### src/design/ckeTimerPkg.sv
// tick timer shared width, register address enum, response state enum and channel structs
package ckeTimerPkg;

	// ------------------------------
	// widths
	// ------------------------------

	// divider, count and compare all share this width
	parameter int divWidth = 16;

	// ------------------------------
	// register map
	// ------------------------------

	// host visible registers, 2-bit address
	typedef enum logic [1:0] {
		CTRL    = 2'd0,
		DIV     = 2'd1,
		COUNT   = 2'd2,
		COMPARE = 2'd3
	} regAddr_e;

	// ------------------------------
	// request / response channel
	// ------------------------------

	// 19 bits: write flag, address, write data
	typedef struct packed {
		logic                wr;
		regAddr_e            addr;
		logic [divWidth-1:0] wData;
	} regReq_t;

	// 17 bits: read data, error flag
	// err only on a write to the read-only COUNT
	typedef struct packed {
		logic [divWidth-1:0] rData;
		logic                err;
	} regRsp_t;

	// response sequencing in timerRegs
	typedef enum logic {
		IDLE    = 1'b0,
		RESPOND = 1'b1
	} rspState_e;

endpackage

### src/design/ckeGenerator.sv
// clock-enable pulse generator, register divisor or fixed divisor chosen by parameter
`timescale 1ns/1ns

module ckeGenerator #(
	// set for register mode, cleared for fixed mode
	parameter bit divReg   = 1'b1,
	parameter int divWidth = ckeTimerPkg::divWidth,
	// period in cycles, fixed mode only
	parameter int fixedDiv = 10
) (
	input  logic                iSysClk,
	input  logic                rstN,
	// divisor, register mode only; 0 keeps cke high
	input  logic [divWidth-1:0] div,
	input  logic                enable,
	output logic                cke
);

	generate
		if (divReg)
		begin : gRegMode
			// ------------------------------
			// register driven period
			// ------------------------------
			logic [divWidth-1:0] regCnt;
			logic                ckeReg;

			// one pulse every div+1 cycles, registered
			// >= so a divisor lowered mid-period restarts at once
			always_ff @(posedge iSysClk)
			begin
				if (!rstN)
				begin
					regCnt <= '0;
					ckeReg <= 1'b0;
				end
				else if (!enable)
				begin
					regCnt <= '0;
					ckeReg <= 1'b0;
				end
				else if (regCnt >= div)
				begin
					regCnt <= '0;
					ckeReg <= 1'b1;
				end
				else
				begin
					regCnt <= regCnt + 1'b1;
					ckeReg <= 1'b0;
				end
			end

			assign cke = ckeReg;

			// no pulse in the cycle after enable was low
			ckeNeedsEnable: assert property (@(posedge iSysClk) disable iff (!rstN)
				!$past(enable) |-> !cke);
		end
		else
		begin : gFixedMode
			// ------------------------------
			// parameter fixed period
			// ------------------------------
			localparam int cntW = (fixedDiv > 1) ? $clog2(fixedDiv) : 1;
			localparam logic [cntW-1:0] lastCnt = cntW'(fixedDiv - 1);

			logic [cntW-1:0] fixCnt;
			logic            endOfPeriod;

			// last count of the period
			assign endOfPeriod = (fixCnt == lastCnt);

			// free running 0 .. fixedDiv-1, held at 0 while disabled
			always_ff @(posedge iSysClk)
			begin
				if (!rstN)
					fixCnt <= '0;
				else if (!enable || endOfPeriod)
					fixCnt <= '0;
				else
					fixCnt <= fixCnt + 1'b1;
			end

			// pulse straight off the counter compare
			assign cke = enable && endOfPeriod;
		end
	endgenerate

endmodule

### src/design/timerRegs.sv
// timer register file with valid/ready request handling and response channel
`timescale 1ns/1ns

module timerRegs #(
	parameter int divWidth = ckeTimerPkg::divWidth
) (
	input  logic                  iSysClk,
	input  logic                  rstN,
	// request channel
	input  logic                  reqValid,
	output logic                  reqReady,
	input  ckeTimerPkg::regReq_t  req,
	// response channel
	output logic                  rspValid,
	input  logic                  rspReady,
	output ckeTimerPkg::regRsp_t  rsp,
	// timer control
	output logic                  enable,
	output logic [divWidth-1:0]   div,
	output logic [divWidth-1:0]   compare,
	output logic                  clear,
	input  logic [divWidth-1:0]   count
);

	localparam int dataW = ckeTimerPkg::divWidth;

	ckeTimerPkg::rspState_e state;
	logic                   accept;
	logic [dataW-1:0]       readData;

	// ------------------------------
	// handshake
	// ------------------------------

	// one request in flight, ready only while idle
	assign reqReady = (state == ckeTimerPkg::IDLE);
	assign rspValid = (state == ckeTimerPkg::RESPOND);
	assign accept   = reqValid && reqReady;

	always_ff @(posedge iSysClk)
	begin
		if (!rstN)
			state <= ckeTimerPkg::IDLE;
		else if (accept)
			state <= ckeTimerPkg::RESPOND;
		else if (rspValid && rspReady)
			state <= ckeTimerPkg::IDLE;
	end

	// ------------------------------
	// register writes
	// ------------------------------

	// clear bit is a one-cycle pulse, never stored
	always_ff @(posedge iSysClk)
	begin
		if (!rstN)
		begin
			enable  <= 1'b0;
			div     <= '0;
			compare <= '0;
			clear   <= 1'b0;
		end
		else
		begin
			clear <= 1'b0;
			if (accept && req.wr)
			begin
				case (req.addr)
					ckeTimerPkg::CTRL:
					begin
						enable <= req.wData[0];
						clear  <= req.wData[1];
					end
					ckeTimerPkg::DIV:     div     <= req.wData[divWidth-1:0];
					ckeTimerPkg::COMPARE: compare <= req.wData[divWidth-1:0];
					// COUNT read-only, flagged in the response
					default:              ;
				endcase
			end
		end
	end

	// ------------------------------
	// read mux and response
	// ------------------------------

	// ctrl bit 1 always reads back 0
	always_comb
	begin
		case (req.addr)
			ckeTimerPkg::CTRL:    readData = dataW'(enable);
			ckeTimerPkg::DIV:     readData = dataW'(div);
			ckeTimerPkg::COUNT:   readData = dataW'(count);
			ckeTimerPkg::COMPARE: readData = dataW'(compare);
			default:              readData = '0;
		endcase
	end

	// sampled at accept, held until taken
	// writes return zero data
	always_ff @(posedge iSysClk)
	begin
		if (accept)
		begin
			rsp.rData <= req.wr ? '0 : readData;
			rsp.err   <= req.wr && (req.addr == ckeTimerPkg::COUNT);
		end
	end

	// response frozen under back-pressure
	rspHoldsStable: assert property (@(posedge iSysClk) disable iff (!rstN)
		rspValid && !rspReady |=> $stable(rsp));

	// never accepting while a response is pending
	oneInFlight: assert property (@(posedge iSysClk) disable iff (!rstN)
		!(reqReady && rspValid));

endmodule

### src/design/tickCounter.sv
// tick pulse counter with sticky compare-match flag
`timescale 1ns/1ns

module tickCounter #(
	parameter int divWidth = ckeTimerPkg::divWidth
) (
	input  logic                iSysClk,
	input  logic                rstN,
	// one-cycle pulses from the register-mode generator
	input  logic                tick,
	// zeroes count and match, wins over tick
	input  logic                clear,
	input  logic [divWidth-1:0] compare,
	output logic [divWidth-1:0] count,
	output logic                match
);

	logic [divWidth-1:0] countNext;

	// wraps at full width
	assign countNext = count + 1'b1;

	// ------------------------------
	// count and match
	// ------------------------------

	always_ff @(posedge iSysClk)
	begin
		if (!rstN)
		begin
			count <= '0;
			match <= 1'b0;
		end
		else if (clear)
		begin
			count <= '0;
			match <= 1'b0;
		end
		else if (tick)
		begin
			count <= countNext;
			// sticky until the next clear
			if (countNext == compare)
				match <= 1'b1;
		end
	end

endmodule

### src/design/ckeTimerTop.sv
// tick timer top level, register file, tick and heartbeat generators, tick counter
`timescale 1ns/1ns

module ckeTimerTop #(
	parameter int divWidth     = ckeTimerPkg::divWidth,
	// heartbeat period in system clock cycles
	parameter int heartbeatDiv = 10
) (
	input  logic                 iSysClk,
	input  logic                 rstN,
	// request channel
	input  logic                 reqValid,
	output logic                 reqReady,
	input  ckeTimerPkg::regReq_t req,
	// response channel
	output logic                 rspValid,
	input  logic                 rspReady,
	output ckeTimerPkg::regRsp_t rsp,
	// timer outputs
	output logic                 tick,
	output logic                 heartbeat,
	output logic                 match
);

	logic                enable;
	logic                clear;
	logic [divWidth-1:0] div;
	logic [divWidth-1:0] compare;
	logic [divWidth-1:0] count;

	// ------------------------------
	// host registers
	// ------------------------------
	timerRegs #(
		.divWidth (divWidth)
	) u_timerRegs (
		.iSysClk  (iSysClk),
		.rstN     (rstN),
		.reqValid (reqValid),
		.reqReady (reqReady),
		.req      (req),
		.rspValid (rspValid),
		.rspReady (rspReady),
		.rsp      (rsp),
		.enable   (enable),
		.div      (div),
		.compare  (compare),
		.clear    (clear),
		.count    (count)
	);

	// ------------------------------
	// generators and counter
	// ------------------------------

	// programmable tick, period div+1
	ckeGenerator #(
		.divReg   (1'b1),
		.divWidth (divWidth),
		.fixedDiv (heartbeatDiv)
	) u_tickGen (
		.iSysClk (iSysClk),
		.rstN    (rstN),
		.div     (div),
		.enable  (enable),
		.cke     (tick)
	);

	// heartbeat runs regardless of register settings
	ckeGenerator #(
		.divReg   (1'b0),
		.divWidth (divWidth),
		.fixedDiv (heartbeatDiv)
	) u_heartbeatGen (
		.iSysClk (iSysClk),
		.rstN    (rstN),
		.div     ('0),
		.enable  (1'b1),
		.cke     (heartbeat)
	);

	tickCounter #(
		.divWidth (divWidth)
	) u_tickCounter (
		.iSysClk (iSysClk),
		.rstN    (rstN),
		.tick    (tick),
		.clear   (clear),
		.compare (compare),
		.count   (count),
		.match   (match)
	);

endmodule

### config.mk
export PLATFORM = sky130hd
export DESIGN_NAME = ckeTimerTop
export DESIGN_NICKNAME = d
export VERILOG_FILES = /design/src/design/ckeTimerPkg.sv /design/src/design/ckeGenerator.sv /design/src/design/timerRegs.sv /design/src/design/tickCounter.sv /design/src/design/ckeTimerTop.sv
export SDC_FILE = /design/constraint.sdc
export NUM_CORES = 1
export LEC_CHECK = 0
export ABC_AREA = 1
export BUFFER_PORTS_ARGS = -buffer_cell sky130_fd_sc_hd__buf_2
export CELL_PAD_IN_SITES_DETAIL_PLACEMENT = 0
export CELL_PAD_IN_SITES_GLOBAL_PLACEMENT = 1
export CORE_MARGIN = 1.5
export CORE_UTILIZATION = 39
export CTS_CLUSTER_SIZE = 28
export DETAILED_ROUTE_END_ITERATION = 12
export HOLD_SLACK_MARGIN = 0.1
export PLACE_DENSITY = 0.85
export SYNTH_ARGS = -nofsm -noshare
export SYNTH_HDL_FRONTEND = slang
export SYNTH_SLANG_ARGS = --single-unit
### constraint.sdc
create_clock -name iSysClk -period 1.65 [get_ports iSysClk]
set_input_delay 0.165 -clock iSysClk [delete_from_list [all_inputs] [get_ports iSysClk]]
set_output_delay 0.165 -clock iSysClk [all_outputs]
set_load 0.005 [all_outputs]
-- After elaboration in Yosys (flattened, before gate mapping)
Cells that the tools add are included.
- flip-flop bits (word level): 90
- bits of input ports: 23
- output and inout port bits: 22
- $add $sub $neg: 3
- magnitude comparators: 1
- eq/ne operators: 5
- muxes and demuxes: 4
- bitwise operators: 3
- reduce and logical (&&, ||, !) cells: 15
- operators by type and width (operator ; number):
    16-bit case mux with 4 select lines ; 1
    16-bit by 1-bit adder with 16-bit output, second input constant ; 2
    16-bit equality test ; 1
    16-bit greater-or-equal comparator ; 1
    2-bit AND reduction ; 5
    4-bit by 1-bit adder with 4-bit output, second input constant ; 1
    2-bit equality test, second input constant ; 2
    4-bit equality test, second input constant ; 1
    1-bit logical AND ; 4
    2-bit OR reduction ; 2
    1-bit two-way mux ; 3
    1-bit inverter ; 3
    3-bit AND reduction ; 1
    3-bit OR reduction ; 1
    2-bit by 1-bit equality test with 1-bit output, second input constant ; 1
    2-bit zero test ; 1
    2-bit nonzero test ; 1

-- Longest topological paths before layout
Gate-level depths: netlist of run 1.
- depth in word-level cells: 4
- depth in mapped cells: 13

-- Modules after synthesis
A second synthesis of run 1 with hierarchy kept.
- cell total of the unflattened synthesis: 761
- area total of the unflattened synthesis: 5197.5 um^2
- modules (own cells, without submodules) (module ; times used ; cells each ; area an instance (um^2) ; seq. area each (um^2)):
    timerRegs ; 1 ; 332 ; 2382.3 ; 1211.2
    tickCounter ; 1 ; 226 ; 1337.5 ; 340.3
    ckeGenerator (u_tickGen) ; 1 ; 177 ; 1281.2 ; 340.3
    ckeGenerator (u_heartbeatGen) ; 1 ; 24 ; 188.9 ; 80.1
    ckeTimerTop ; 1 ; 2 ; 7.5 ; 0.0

-- Worst setup path before layout of run 1
Ideal clock, no wire load.
- kind: reg2reg
- from: register u_tickGen.gRegMode.regCnt[0]
- to: register u_tickGen.gRegMode.regCnt[10]
- data arrival time: 1665 ps
- required time: 1586 ps
- path slack: -79 ps
- stages on the path, launching flop included: 13
- path buffers: 1
- period minus slack after synthesis: 1729 ps
- path through: dfxtp_1 -> inv_1 -> ha_1 -> o21ai_0 -> a21oi_1 -> o21bai_1 -> nand2_1 -> nand2_1 -> nand2_1 -> nand2_1 -> nand4_1 -> buf_2 -> nor2_1
- cells in the longest elaborated chain, start to end: 2
- elaborated cells on any way between the ends: 3
- classes of those cells: add/sub: 1; order compare: 1; reduce/logical: 1
- ends and longest elaborated chain (element ; RTL line ; RTL):
    start, declared ; ckeGenerator.sv:25 ; logic [divWidth-1:0] regCnt;
    start signal, assigned ; ckeGenerator.sv:49 ; regCnt <= regCnt + 1'b1;
    16-bit greater-or-equal comparator ; ckeGenerator.sv:42 ; else if (regCnt >= div)
    3-bit OR reduction (no line) ; - ;
Parallel ways exist; a longest one is shown, timed or not.
A chain may end at the register's enable or synchronous reset.

-- Worst setup path after layout of run 1
- from: register u_tickCounter.count[0]
- to: register u_tickCounter.match
- cells in the longest elaborated chain, start to end: 3
- ends and longest elaborated chain (element ; RTL line ; RTL):
    start, declared ; tickCounter.sv:14 ; output logic [divWidth-1:0] count,
    start signal, assigned ; tickCounter.sv:41 ; count <= countNext;
    16-bit by 1-bit adder with 16-bit output ; tickCounter.sv:21 ; assign countNext = count + 1'b1;
    16-bit equality test ; tickCounter.sv:43 ; if (countNext == compare)
    2-bit AND reduction (no line) ; - ;
    end signal, assigned ; tickCounter.sv:32 ; match <= 1'b0;
    end signal, assigned ; tickCounter.sv:37 ; match <= 1'b0;
    end signal, assigned ; tickCounter.sv:44 ; match <= 1'b1;
    end, declared ; tickCounter.sv:15 ; output logic match
Every way passes these cells.

==> impl_metrics.yaml, run 1 <==
routing:
  dr.pass1.iters: 7
  via_per_inst: 5.16
  num_vias: 4394
  routedWlPerCell_um: 15.0
  drtIter0Drc: 218
  totalWireLength_um: 12800
  route.detailed.drc: 0
  detail-route-antenna-nets: 0
outcome:
  violations: "setup timing"
  outcome: "complete, but fails checks"
logic_synthesis:
  ys.flop_type: "dfxtp_1"
  synth_largest_area_cell: "dfxtp_1"
  ys_top_cells_by_area: "dfxtp_1 (31%), edfxtp_1 (11%), inv_1 (8.2%), nand2_1 (8.2%), o21ai_0 (6.2%)"
  synth.avg_cell_area_um2: 7.42
  syn_area_um2: 4650
  synth_top_area_share: 0.314
  ys_ff_latch: 90
  synthSimpleGateAreaFrac: 0.225
  synth_compound_area_frac: 0.158
  syn-num-nets: 671
  synth_edf_count: 17
  synth-xor-area-share: 0.0387
  synthMuxAreaShare: 0
  async_flop_share: 0
  synthCells: 627
  yosys.area_share.adder: 0.0565
  synth_cell_types: 34
  yosysSeqAreaShare: 0.424
  synth_top_family_by_area: "simple AND/OR/NAND/NOR gates"
  yosysWarnings: 0
worst_setup_path:
  r2r_setup_slack_ns: -0.05
  crit_required_ns: 1.87
  regToRegEndpoint: "u_tickCounter.match"
  setup.worst_path.end_class: "flop"
  cp-startpoint: "u_tickCounter.count[0]"
  reg2reg_depth: 11
  endpoint: "u_tickCounter.match"
  startpoint_type: "flop"
  rr_startpoint: "u_tickCounter.count[0]"
  crit_fanout: 8
  path_class: "reg -> reg"
  arrival_ns: 1.93
layout:
  final_common_cell: "inv_1"
  final_util: 0.510
  drive_above_1_share: 0.227
  diodes: 0
  final_cell_mix: "inv_1 (99), nand2_1 (97), dfxtp_1 (61)"
  final_net_count: 748
  area_growth_pct: 26.4
global_routing:
  grt_first_pass_wirelength_um: 20400
  grt_antenna_before_repair: 0
  grt_max_degree: 35
  top_usage_layer: "met2"
  grt_pass1_vias: 4297
  use_met3: 0.0400
  gr-total-overflow: 0
  met2_usage: 0.359
  grtUsageMet1: 0.255
  track_usage: 0.205
power_and_ir_drop:
  p_clk_frac: 0.451
  p_per_area_nw_per_um2: 838
  switching_share: 0.233
  switching_power_w: 0.00115
  sequentialPowerShare: 0.471
  internal_power_w: 0.00378
  power_frac_comb: 0.078
  peakVddDrop_mv: 0.514
  p_leak_nw: 2.53
timing:
  post-route-period-util: 1.03
  finClkSkew_ns: 0.00666
  hold_violations: 0
  max_freq_mhz: 587
  maxSlewHeadroom: 0.739
  hold_slack_ns: 0.111
  final_max_slew_viol_count: 0
  worst_pin_slew_ns: 0.387
  finalCriticalPeriod_ns: 1.70
  setup_violations: 14
  setup_ws_ns: -0.0546
  grt_setup_unrepaired: "yes"
min_path:
  hp-start: "req[0]"
  hold_path.class: "in -> reg"
die:
  initial_core_util: 0.404
  die_y_um: 112
  coreArea_um2: 11500
  io_pins: 45
  die_w_um: 112
  dieArea_um2: 12600
  rows: 39
place:
  place_congestion: 0.871
  hpwl_um: 9520
  port_buffers: 44
  preCtsSetupSlack_ns: -0.113
clock_network:
  cts_tree: "done"
  clk_path_buf_depth: 2
  clock_latency_ns: 0.34
  cts_max_level: 3
  clkTransAtPathRegs_ns: 0.07
  cts_root_buffer: "clkbuf_16"
  cts_buffers: 9
  clock-sinks: 90
job:
  drv_cap: 0
## registers in the layout (all words and copies together) (netlist names), 4 cells and up
name	count
u_timerRegs.rsp	17
u_tickCounter.count	16
u_timerRegs.compare	16
u_heartbeatGen.gFixedMode.fixCnt	4
u_timerRegs.div	16
u_tickGen.gRegMode.regCnt	16
## area by class of cell
type,instances,area (µm²)
fillers,1120,5640
multi-input cells,417,2410
flip-flops and latches,90,2000
repair buffers,84,573
inverters,102,388
clock buffers,9,225
well taps,143,179
clock inverters,7,100
## repair_timing
action	CTS	global route
hold endpoints to repair	3	0
setup endpoints to repair	3	42
hold buffers	3	0
setup buffers	0	5
pin swaps	0	19
gates cloned	0	1
resized for setup	6	63
## per-layer routing
metal	routed length, µm	share of wire
met4	197	0.015
met1	5690	0.45
met3	591	0.046
met5	0	0
met2	6300	0.49
## stage by stage
step	total power [W]	TNS, ns	cells	area, µm²
after CTS	0.00498	-0.0166	846	5640
final	0.00493	-0.197	852	5880
after global placement	0.00273	-0.0775	827	5270
after floorplan	0.00257	0	627	4680
after detailed placement	0.00274	-0.135	827	5270
after global routing	0.00512	-2.20	852	5880
## how the worst min path moves through the flow
stage / to / slack, ns / depth (start not counted)
final: u_timerRegs.div[0] / 0.11 / 3
after global routing: u_timerRegs.compare[0] / 0.12 / 3
after CTS: u_timerRegs.compare[0] / 0.10 / 3
after detailed placement: u_tickGen.gRegMode.regCnt[0] / 0.43 / 1
after global placement: u_tickGen.gRegMode.regCnt[0] / 0.43 / 1
after floorplan: u_timerRegs.compare[15] / 0.30 / 2
## cells by family (layout without fill, tap and decap cells)
family,count (synthesis),in the layout
buf+inv,120,202
fa+ha+maj,21,21
flops,90,90
xor+xnor,19,19
simple gates,243,243
compound gates,134,134
## cells in the mapped netlist (all sizes together), types with 2 or more instances
master and instances:
nand2 105, inv 102, nor2 77, dfxtp 73, o21ai 58, a21oi 48
nand3 46, ha 21, edfxtp 17, o22ai 12, clkbuf 11, xnor2 10
nand4 8, o211ai 8, xor2 8, buf 7, nor3 3, o21bai 2
or2 2
## worst max-delay path, stage by stage, from the launching register on
cell and delay, ns:
dfxtp_4 0.41, ha_4 0.16, nand2_4 0.06, nor2_4 0.21, nand4_1 0.19, buf_4 0.18, nand3_1 0.07, nand2_1 0.06
nand2_1 0.07, nor2_2 0.03, nand3_1 0.07, a21oi_1 0.06
## power groups by stage
| stage | combinational [W] | sequential, W | clock (W) |
|---|---|---|---|
| 2_1_floorplan | 0.000193 | 0.00238 | 0 |
| 3_3_place_gp | 0.000354 | 0.00238 | 0 |
| 3_5_place_dp | 0.000362 | 0.00238 | 0 |
| 4_1_cts | 0.000370 | 0.00233 | 0.00228 |
| 5_1_grt | 0.000428 | 0.00233 | 0.00237 |
| 6_report | 0.000385 | 0.00232 | 0.00222 |
No activity file was read; power rests on OpenSTA's default activity.
==> run 2, diff against run 1 <==
--- a/config.mk
+++ b/config.mk
@@ -5,16 +5,17 @@
 export SDC_FILE = /design/constraint.sdc
 export NUM_CORES = 1
 export LEC_CHECK = 0
-export ABC_AREA = 1
+export ABC_AREA = 0
 export BUFFER_PORTS_ARGS = -buffer_cell sky130_fd_sc_hd__buf_2
 export CELL_PAD_IN_SITES_DETAIL_PLACEMENT = 0
 export CELL_PAD_IN_SITES_GLOBAL_PLACEMENT = 1
 export CORE_MARGIN = 1.5
-export CORE_UTILIZATION = 39
+export CORE_UTILIZATION = 41
 export CTS_CLUSTER_SIZE = 28
 export DETAILED_ROUTE_END_ITERATION = 12
 export HOLD_SLACK_MARGIN = 0.1
-export PLACE_DENSITY = 0.85
+export PLACE_DENSITY = 0.84
 export SYNTH_ARGS = -nofsm -noshare
 export SYNTH_HDL_FRONTEND = slang
+export SYNTH_HIERARCHICAL = 1
 export SYNTH_SLANG_ARGS = --single-unit
==> run 2 against run 1 <==
The run still ends with setup timing left. Clock skew barely moved. Clock power is 12% lower. Sequential share of layout area decreased by 3.7 points. Worst hold slack got worse by 0.0053 ns. Clock-buffer cell count grew 5. Synthesized cell count fell by 17%. Critical path depth shrank 3. Flip-flop and latch count unchanged. Combinational power decreased by 15%. First-iteration DRC count rose by 27%. Via count decreased by 4.2%. Setup slack got worse by 0.25 ns. Largest cell class unchanged. Largest power group unchanged.
==> impl_metrics.yaml, run 2 <==
timing:
  final_max_slew_viol_count: 0
  grt_setup_unrepaired: "yes"
  maxSlewHeadroom: 0.238
  finClkSkew_ns: 0.00670
  setup_violations: 18
  worst_pin_slew_ns: 1.14
  max_freq_mhz: 512
  fin_setup_tns_ns: -4.95
  hold_violations: 0
  finalCriticalPeriod_ns: 1.95
  setup_ws_ns: -0.302
  post-route-period-util: 1.18
die:
  die_y_um: 112
  dieArea_um2: 12400
  rows: 39
  coreArea_um2: 11500
  die_w_um: 112
  initial_core_util: 0.421
  io_pins: 45
worst_setup_path:
  rr_startpoint: "u_timerRegs/div[14]"
  path_cells: "inv_2, ha_4, nand4_1, a211o_1, o311ai_4, buf_6, buf_16, a2111oi_4"
  arrival_ns: 2.17
  reg2reg_depth: 8
  crit_required_ns: 1.87
  path_buf_inv: 3
  startpoint_type: "flop"
  crit_fanout: 8
  setup.worst_path.end_class: "flop"
  critPathTopFamily: "compound AO/OA/AOI/OAI gates"
  r2r_setup_slack_ns: -0.30
  regToRegEndpoint: "u_tickGen/gRegMode.regCnt[15]"
  path_class: "reg -> reg"
  crit_path_top_delay_cell: "a211o_1"
  cp_slowest_stage_delay_ns: 0.37
logic_synthesis:
  syn_area_um2: 4830
  synthCells: 520
  yosysWarnings: 6
  synth.avg_cell_area_um2: 9.29
layout:
  final_net_count: 693
  fill_cells: 958
  final_cell_mix: "buf_4 (89), nand2_1 (65), dfxtp_1 (46)"
  seq_area_um2: 2020
  largest-register: "u_timerRegs/rsp"
  area_growth_pct: 37.9
  multiInputGateArea_um2: 2960
  drive_above_1_share: 0.394
  largest_reg_flops: 17
  diodes: 0
  final_common_cell: "buf_4"
global_routing:
  grt_antenna_before_repair: 0
  grt_pass1_vias: 4167
  track_usage: 0.208
  gr-total-overflow: 0
  grt_first_pass_wirelength_um: 20500
  grt_max_degree: 54
routing:
  route.detailed.drc: 0
  drtIter0Drc: 276
  detail-route-antenna-nets: 0
  via_per_inst: 5.28
  num_vias: 4210
  dr.pass1.iters: 5
  totalWireLength_um: 12800
  routedWlPerCell_um: 16.0
job:
  drv_cap: 0
min_path:
  hold_path.class: "in -> reg"
  hold_end: "u_timerRegs/div[14]"
  hp-start: "req[14]"
  min_path_cells: 3
clock_network:
  clock_latency_ns: 0.35
  clock-sinks: 90
  cts_root_buffer: "clkbuf_16"
  cts_tree: "done"
  clkTransAtPathRegs_ns: 0.06
  cts_buffers: 9
  cts_max_level: 3
  clk_path_buf_depth: 2
place:
  hpwl_um: 8930
  port_buffers: 44
  place_congestion: 0.895
power_and_ir_drop:
  peakVddDrop_mv: 0.450
  p_per_area_nw_per_um2: 687
  p_leak_nw: 2.72
  p_total_w: 0.00458
outcome:
  outcome: "complete, but fails checks"
  violations: "setup timing"
run 2: changes by cell type in the layout (fill, tap and decap cells not counted), sizes merged, moves of 13 or more:
cell | previous run | this run
nor4 | 0 | 19
nor3 | 3 | 16
mux2i | 0 | 33
inv | 104 | 33
a21oi | 48 | 8
mux2 | 0 | 15
buf | 81 | 145
nor2 | 77 | 44
xnor2 | 10 | 29
nand3 | 46 | 16
a22oi | 0 | 15
nand2 | 105 | 66
o21ai | 58 | 9
run 2: worst min-delay path, stage by stage:
cell and delay, ns:
buf_2 0.10, nand2_1 0.08, mux2i_1 0.07
run 2: worst max path at each step:
| stage | start | endpoint | slack, ns | cells past startpoint |
|---|---|---|---|---|
| finish | u_timerRegs/div[14] | u_tickGen/gRegMode.regCnt[15] | -0.30 | 8 |
| global route | u_tickGen/gRegMode.regCnt[0] | u_tickGen/gRegMode.regCnt[14] | -0.40 | 8 |
| CTS | u_tickGen/gRegMode.regCnt[6] | u_tickGen/gRegMode.regCnt[15] | -0.24 | 5 |
| detailed placement | u_timerRegs/div[6] | u_tickGen/gRegMode.regCnt[13] | -0.39 | 6 |
| global placement | u_timerRegs/div[13] | u_tickGen/gRegMode.regCnt[13] | -0.34 | 5 |
| floorplan | u_tickCounter/count[5] | u_tickCounter/match | -0.11 | 8 |
run 2: timing repair:
action	CTS	global route
hold endpoints to repair	3	0
hold buffers	3	0
setup buffers	8	7
gates cloned	1	0
pin swaps	7	12
resized for setup	33	30
setup endpoints to repair	20	19
run 2: cell type report:
cell class	instances	area share
clock buffers	14	0.0396
clock inverters	2	0.00188
inverters	33	0.0186
multi-input cells	368	0.445
flip-flops and latches	90	0.304
well taps	143	0.0269
repair buffers	148	0.165
run 2: per-layer routing:
metal  vias up  routed length [µm]  part of all wire  track usage
li1       2090                   -                 -            -
met1      2040                5760              0.45        0.270
met2        62                6400              0.50        0.341
met3        18                 369             0.029       0.0310
met4         0                 277             0.022       0.0979
met5         -                   0                 0            0
run 2: where the power goes:
part	internal, W	switching, W	total (W)
logic	0.000141	0.000186	0.000327
registers	0.00227	0.0000261	0.00230
clock network	0.00110	0.000853	0.00196
run 2: stage by stage:
| step | instance area, µm² | setup WS (ns) | utilization | hold WS (ns) | cells |
|---|---|---|---|---|---|
| 2_1_floorplan | 5030 | -0.111 | - | 0.303 | 521 |
| 3_3_place_gp | 5900 | -0.337 | 0.515 | 0.413 | 764 |
| 3_5_place_dp | 5900 | -0.394 | 0.515 | 0.416 | 764 |
| 4_1_cts | 6450 | -0.239 | 0.562 | 0.103 | 791 |
| 5_1_grt | 6660 | -0.397 | 0.581 | 0.122 | 798 |
| 6_report | 6660 | -0.302 | 0.581 | 0.106 | 798 |
==> run 3, diff against run 2 <==
--- a/config.mk
+++ b/config.mk
@@ -6,6 +6,7 @@
 export NUM_CORES = 1
 export LEC_CHECK = 0
 export ABC_AREA = 0
+export ABC_CLOCK_PERIOD_IN_PS = 1650
 export BUFFER_PORTS_ARGS = -buffer_cell sky130_fd_sc_hd__buf_2
 export CELL_PAD_IN_SITES_DETAIL_PLACEMENT = 0
 export CELL_PAD_IN_SITES_GLOBAL_PLACEMENT = 1
==> constraint.sdc (replaced) <==
create_clock -name iSysClk -period 1.65 [get_ports iSysClk]
set_input_delay 0.165 -clock iSysClk [delete_from_list [all_inputs] [get_ports iSysClk]]
set_output_delay 0.165 -clock iSysClk [all_outputs]
set_load 0.1 [all_outputs]
==> run 3 against run 2 <==
The run still ends with setup timing left. Non-clock buffer count shrank 13. Core utilization grew 0.11 points. Worst hold slack better by 0.0012 ns. Register-to-register slack improved by 0.06 ns. Total power increased by 5.5%. Design area rose by 0.19%. Die area is the same. Critical endpoint is now u_tickGen/gRegMode.regCnt[14]. Critical path depth fell by 1. First-iteration DRC count is 21% lower. Flip-flop and latch count is the same. Sequential power about the same. Cell count down 1.6%.
==> impl_metrics.yaml, run 3 (synthesis results as in run 2) <==
global_routing:
  use_met3: 0.0316
  grt_pass1_vias: 4094
  grt_first_pass_wirelength_um: 20000
  grt_max_degree: 40
  top_usage_layer: "met2"
  met2_usage: 0.336
  grt_antenna_before_repair: 0
  grtUsageMet1: 0.264
  track_usage: 0.200
  gr-total-overflow: 0
clock_network:
  clock_latency_ns: 0.34
  cts_max_level: 3
  cts_tree: "done"
  cts_root_buffer: "clkbuf_16"
  cts_buffers: 9
  clkTransAtPathRegs_ns: 0.07
  clock-sinks: 90
  clk_path_buf_depth: 2
timing:
  finClkSkew_ns: 0.00935
  fin_setup_tns_ns: -3.90
  post-route-period-util: 1.15
  worst_pin_slew_ns: 1.13
  final_max_slew_viol_count: 0
  maxSlewHeadroom: 0.246
  max_freq_mhz: 528
  hold_violations: 0
  setup_ws_ns: -0.245
  setup_violations: 18
  finalCriticalPeriod_ns: 1.89
  grt_setup_unrepaired: "yes"
die:
  coreArea_um2: 11500
  rows: 39
  die_w_um: 112
  io_pins: 45
  initial_core_util: 0.421
  die_y_um: 112
  dieArea_um2: 12400
routing:
  routedWlPerCell_um: 16.4
  detail-route-antenna-nets: 0
  totalWireLength_um: 12900
  drtIter0Drc: 217
  via_per_inst: 5.33
  num_vias: 4181
  route.detailed.drc: 0
  dr.pass1.iters: 4
layout:
  final_common_cell: "buf_4"
  diodes: 0
  area_growth_pct: 38.2
  final_util: 0.582
  final_cell_mix: "buf_4 (80), nand2_1 (65), buf_2 (43), nor2_1 (43), dfxtp_1 (37)"
  largest-register: "u_timerRegs/rsp"
  largest_reg_flops: 17
  final_net_count: 680
  drive_above_1_share: 0.405
  instances_no_fill: 785
place:
  preCtsSetupSlack_ns: -0.412
  dpl.cell_count: 760
  hpwl_um: 8810
  port_buffers: 44
  place_congestion: 0.873
worst_setup_path:
  crit_required_ns: 1.88
  r2r_setup_slack_ns: -0.24
  rr_startpoint: "u_timerRegs/div[11]"
  path_buf_inv: 2
  arrival_ns: 2.13
  path_cells: "inv_2, ha_4, nand4_1, a211o_1, o311ai_4, clkbuf_16, nor4_1"
  cp_slowest_stage_delay_ns: 0.36
  startpoint_type: "flop"
  critPathTopFamily: "compound AO/OA/AOI/OAI gates"
  setup.worst_path.end_class: "flop"
  crit_fanout: 8
  crit_path_top_delay_cell: "o311ai_4"
  path_class: "reg -> reg"
  cp-startpoint: "u_timerRegs/div[11]"
job:
  drv_cap: 0
power_and_ir_drop:
  p_leak_nw: 2.68
  peakVddDrop_mv: 0.434
  p_per_area_nw_per_um2: 724
min_path:
  hp-start: "req[11]"
  hold_path.class: "in -> reg"
outcome:
  outcome: "complete, but fails checks"
  violations: "setup timing"
run 3: cell count changes in the layout (fill, tap and decap cells not counted), moves of 3 or more:
cell / previous run / this run
buf_4: 89 / 80
dfxtp_1: 46 / 37
dfxtp_2: 20 / 28
buf_6: 8 / 3
nor4_4: 1 / 5
clkbuf_1: 3 / 0
clkbuf_16: 9 / 12
clkinv_1: 0 / 3
run 3: per-stage QoR:
stage	total power (W)	hold slack [ns]	instance area [µm²]
global placement	0.00282	0.419	5900
detailed placement	0.00282	0.422	5900
CTS	0.00484	0.105	6280
global route	0.00499	0.113	6680
floorplan	0.00270	0.301	5050
finish	0.00483	0.107	6680
run 3: worst paths after layout:
check / endpoint / cells after the start
min reg2reg: u_heartbeatGen/gFixedMode.fixCnt[0] / 1
max: u_tickGen/gRegMode.regCnt[14] / 7
min: u_timerRegs/div[11] / 3
max reg2reg: u_tickGen/gRegMode.regCnt[14] / 7
run 3: layout make-up:
class,count,area [µm²]
Clock buffer,9,225
Clock inverter,7,60.1
Fill cell,935,4790
Inverter,33,124
Multi-Input combinational cell,368,3020
Sequential cell,90,2040
Tap cell,143,179
Timing Repair Buffer,135,1030
run 3: layer usage:
metal  up-vias  share of wire
li1       2066              -
met1      2026           0.44
met2        71           0.51
met3        18          0.036
met4         0          0.019
met5         -              0
run 3: worst reg2reg max path, cell delays in order, from the launching register on:
cell       delay (ns)
dfxtp_2          0.33
inv_2            0.05
ha_4             0.26
nand4_1          0.14
a211o_1          0.35
o311ai_4         0.36
clkbuf_16        0.25
nor4_1           0.06
run 3: timing repair:
item	in CTS	in global routing
hold buffers	1	0
endpoints found under the setup margin	20	20
endpoints found under the hold margin	1	0
gates cloned	0	3
setup buffers	2	3
pin swaps	3	11
resized for setup	19	55
run 3: power breakdown:
| group | leakage (nW) | total, W | switching (W) | internal [W] |
|---|---|---|---|---|
| registers | 0.779 | 0.00229 | 0.0000246 | 0.00227 |
| logic | 1.76 | 0.000497 | 0.000364 | 0.000132 |
| clock network | 0.142 | 0.00204 | 0.000884 | 0.00116 |
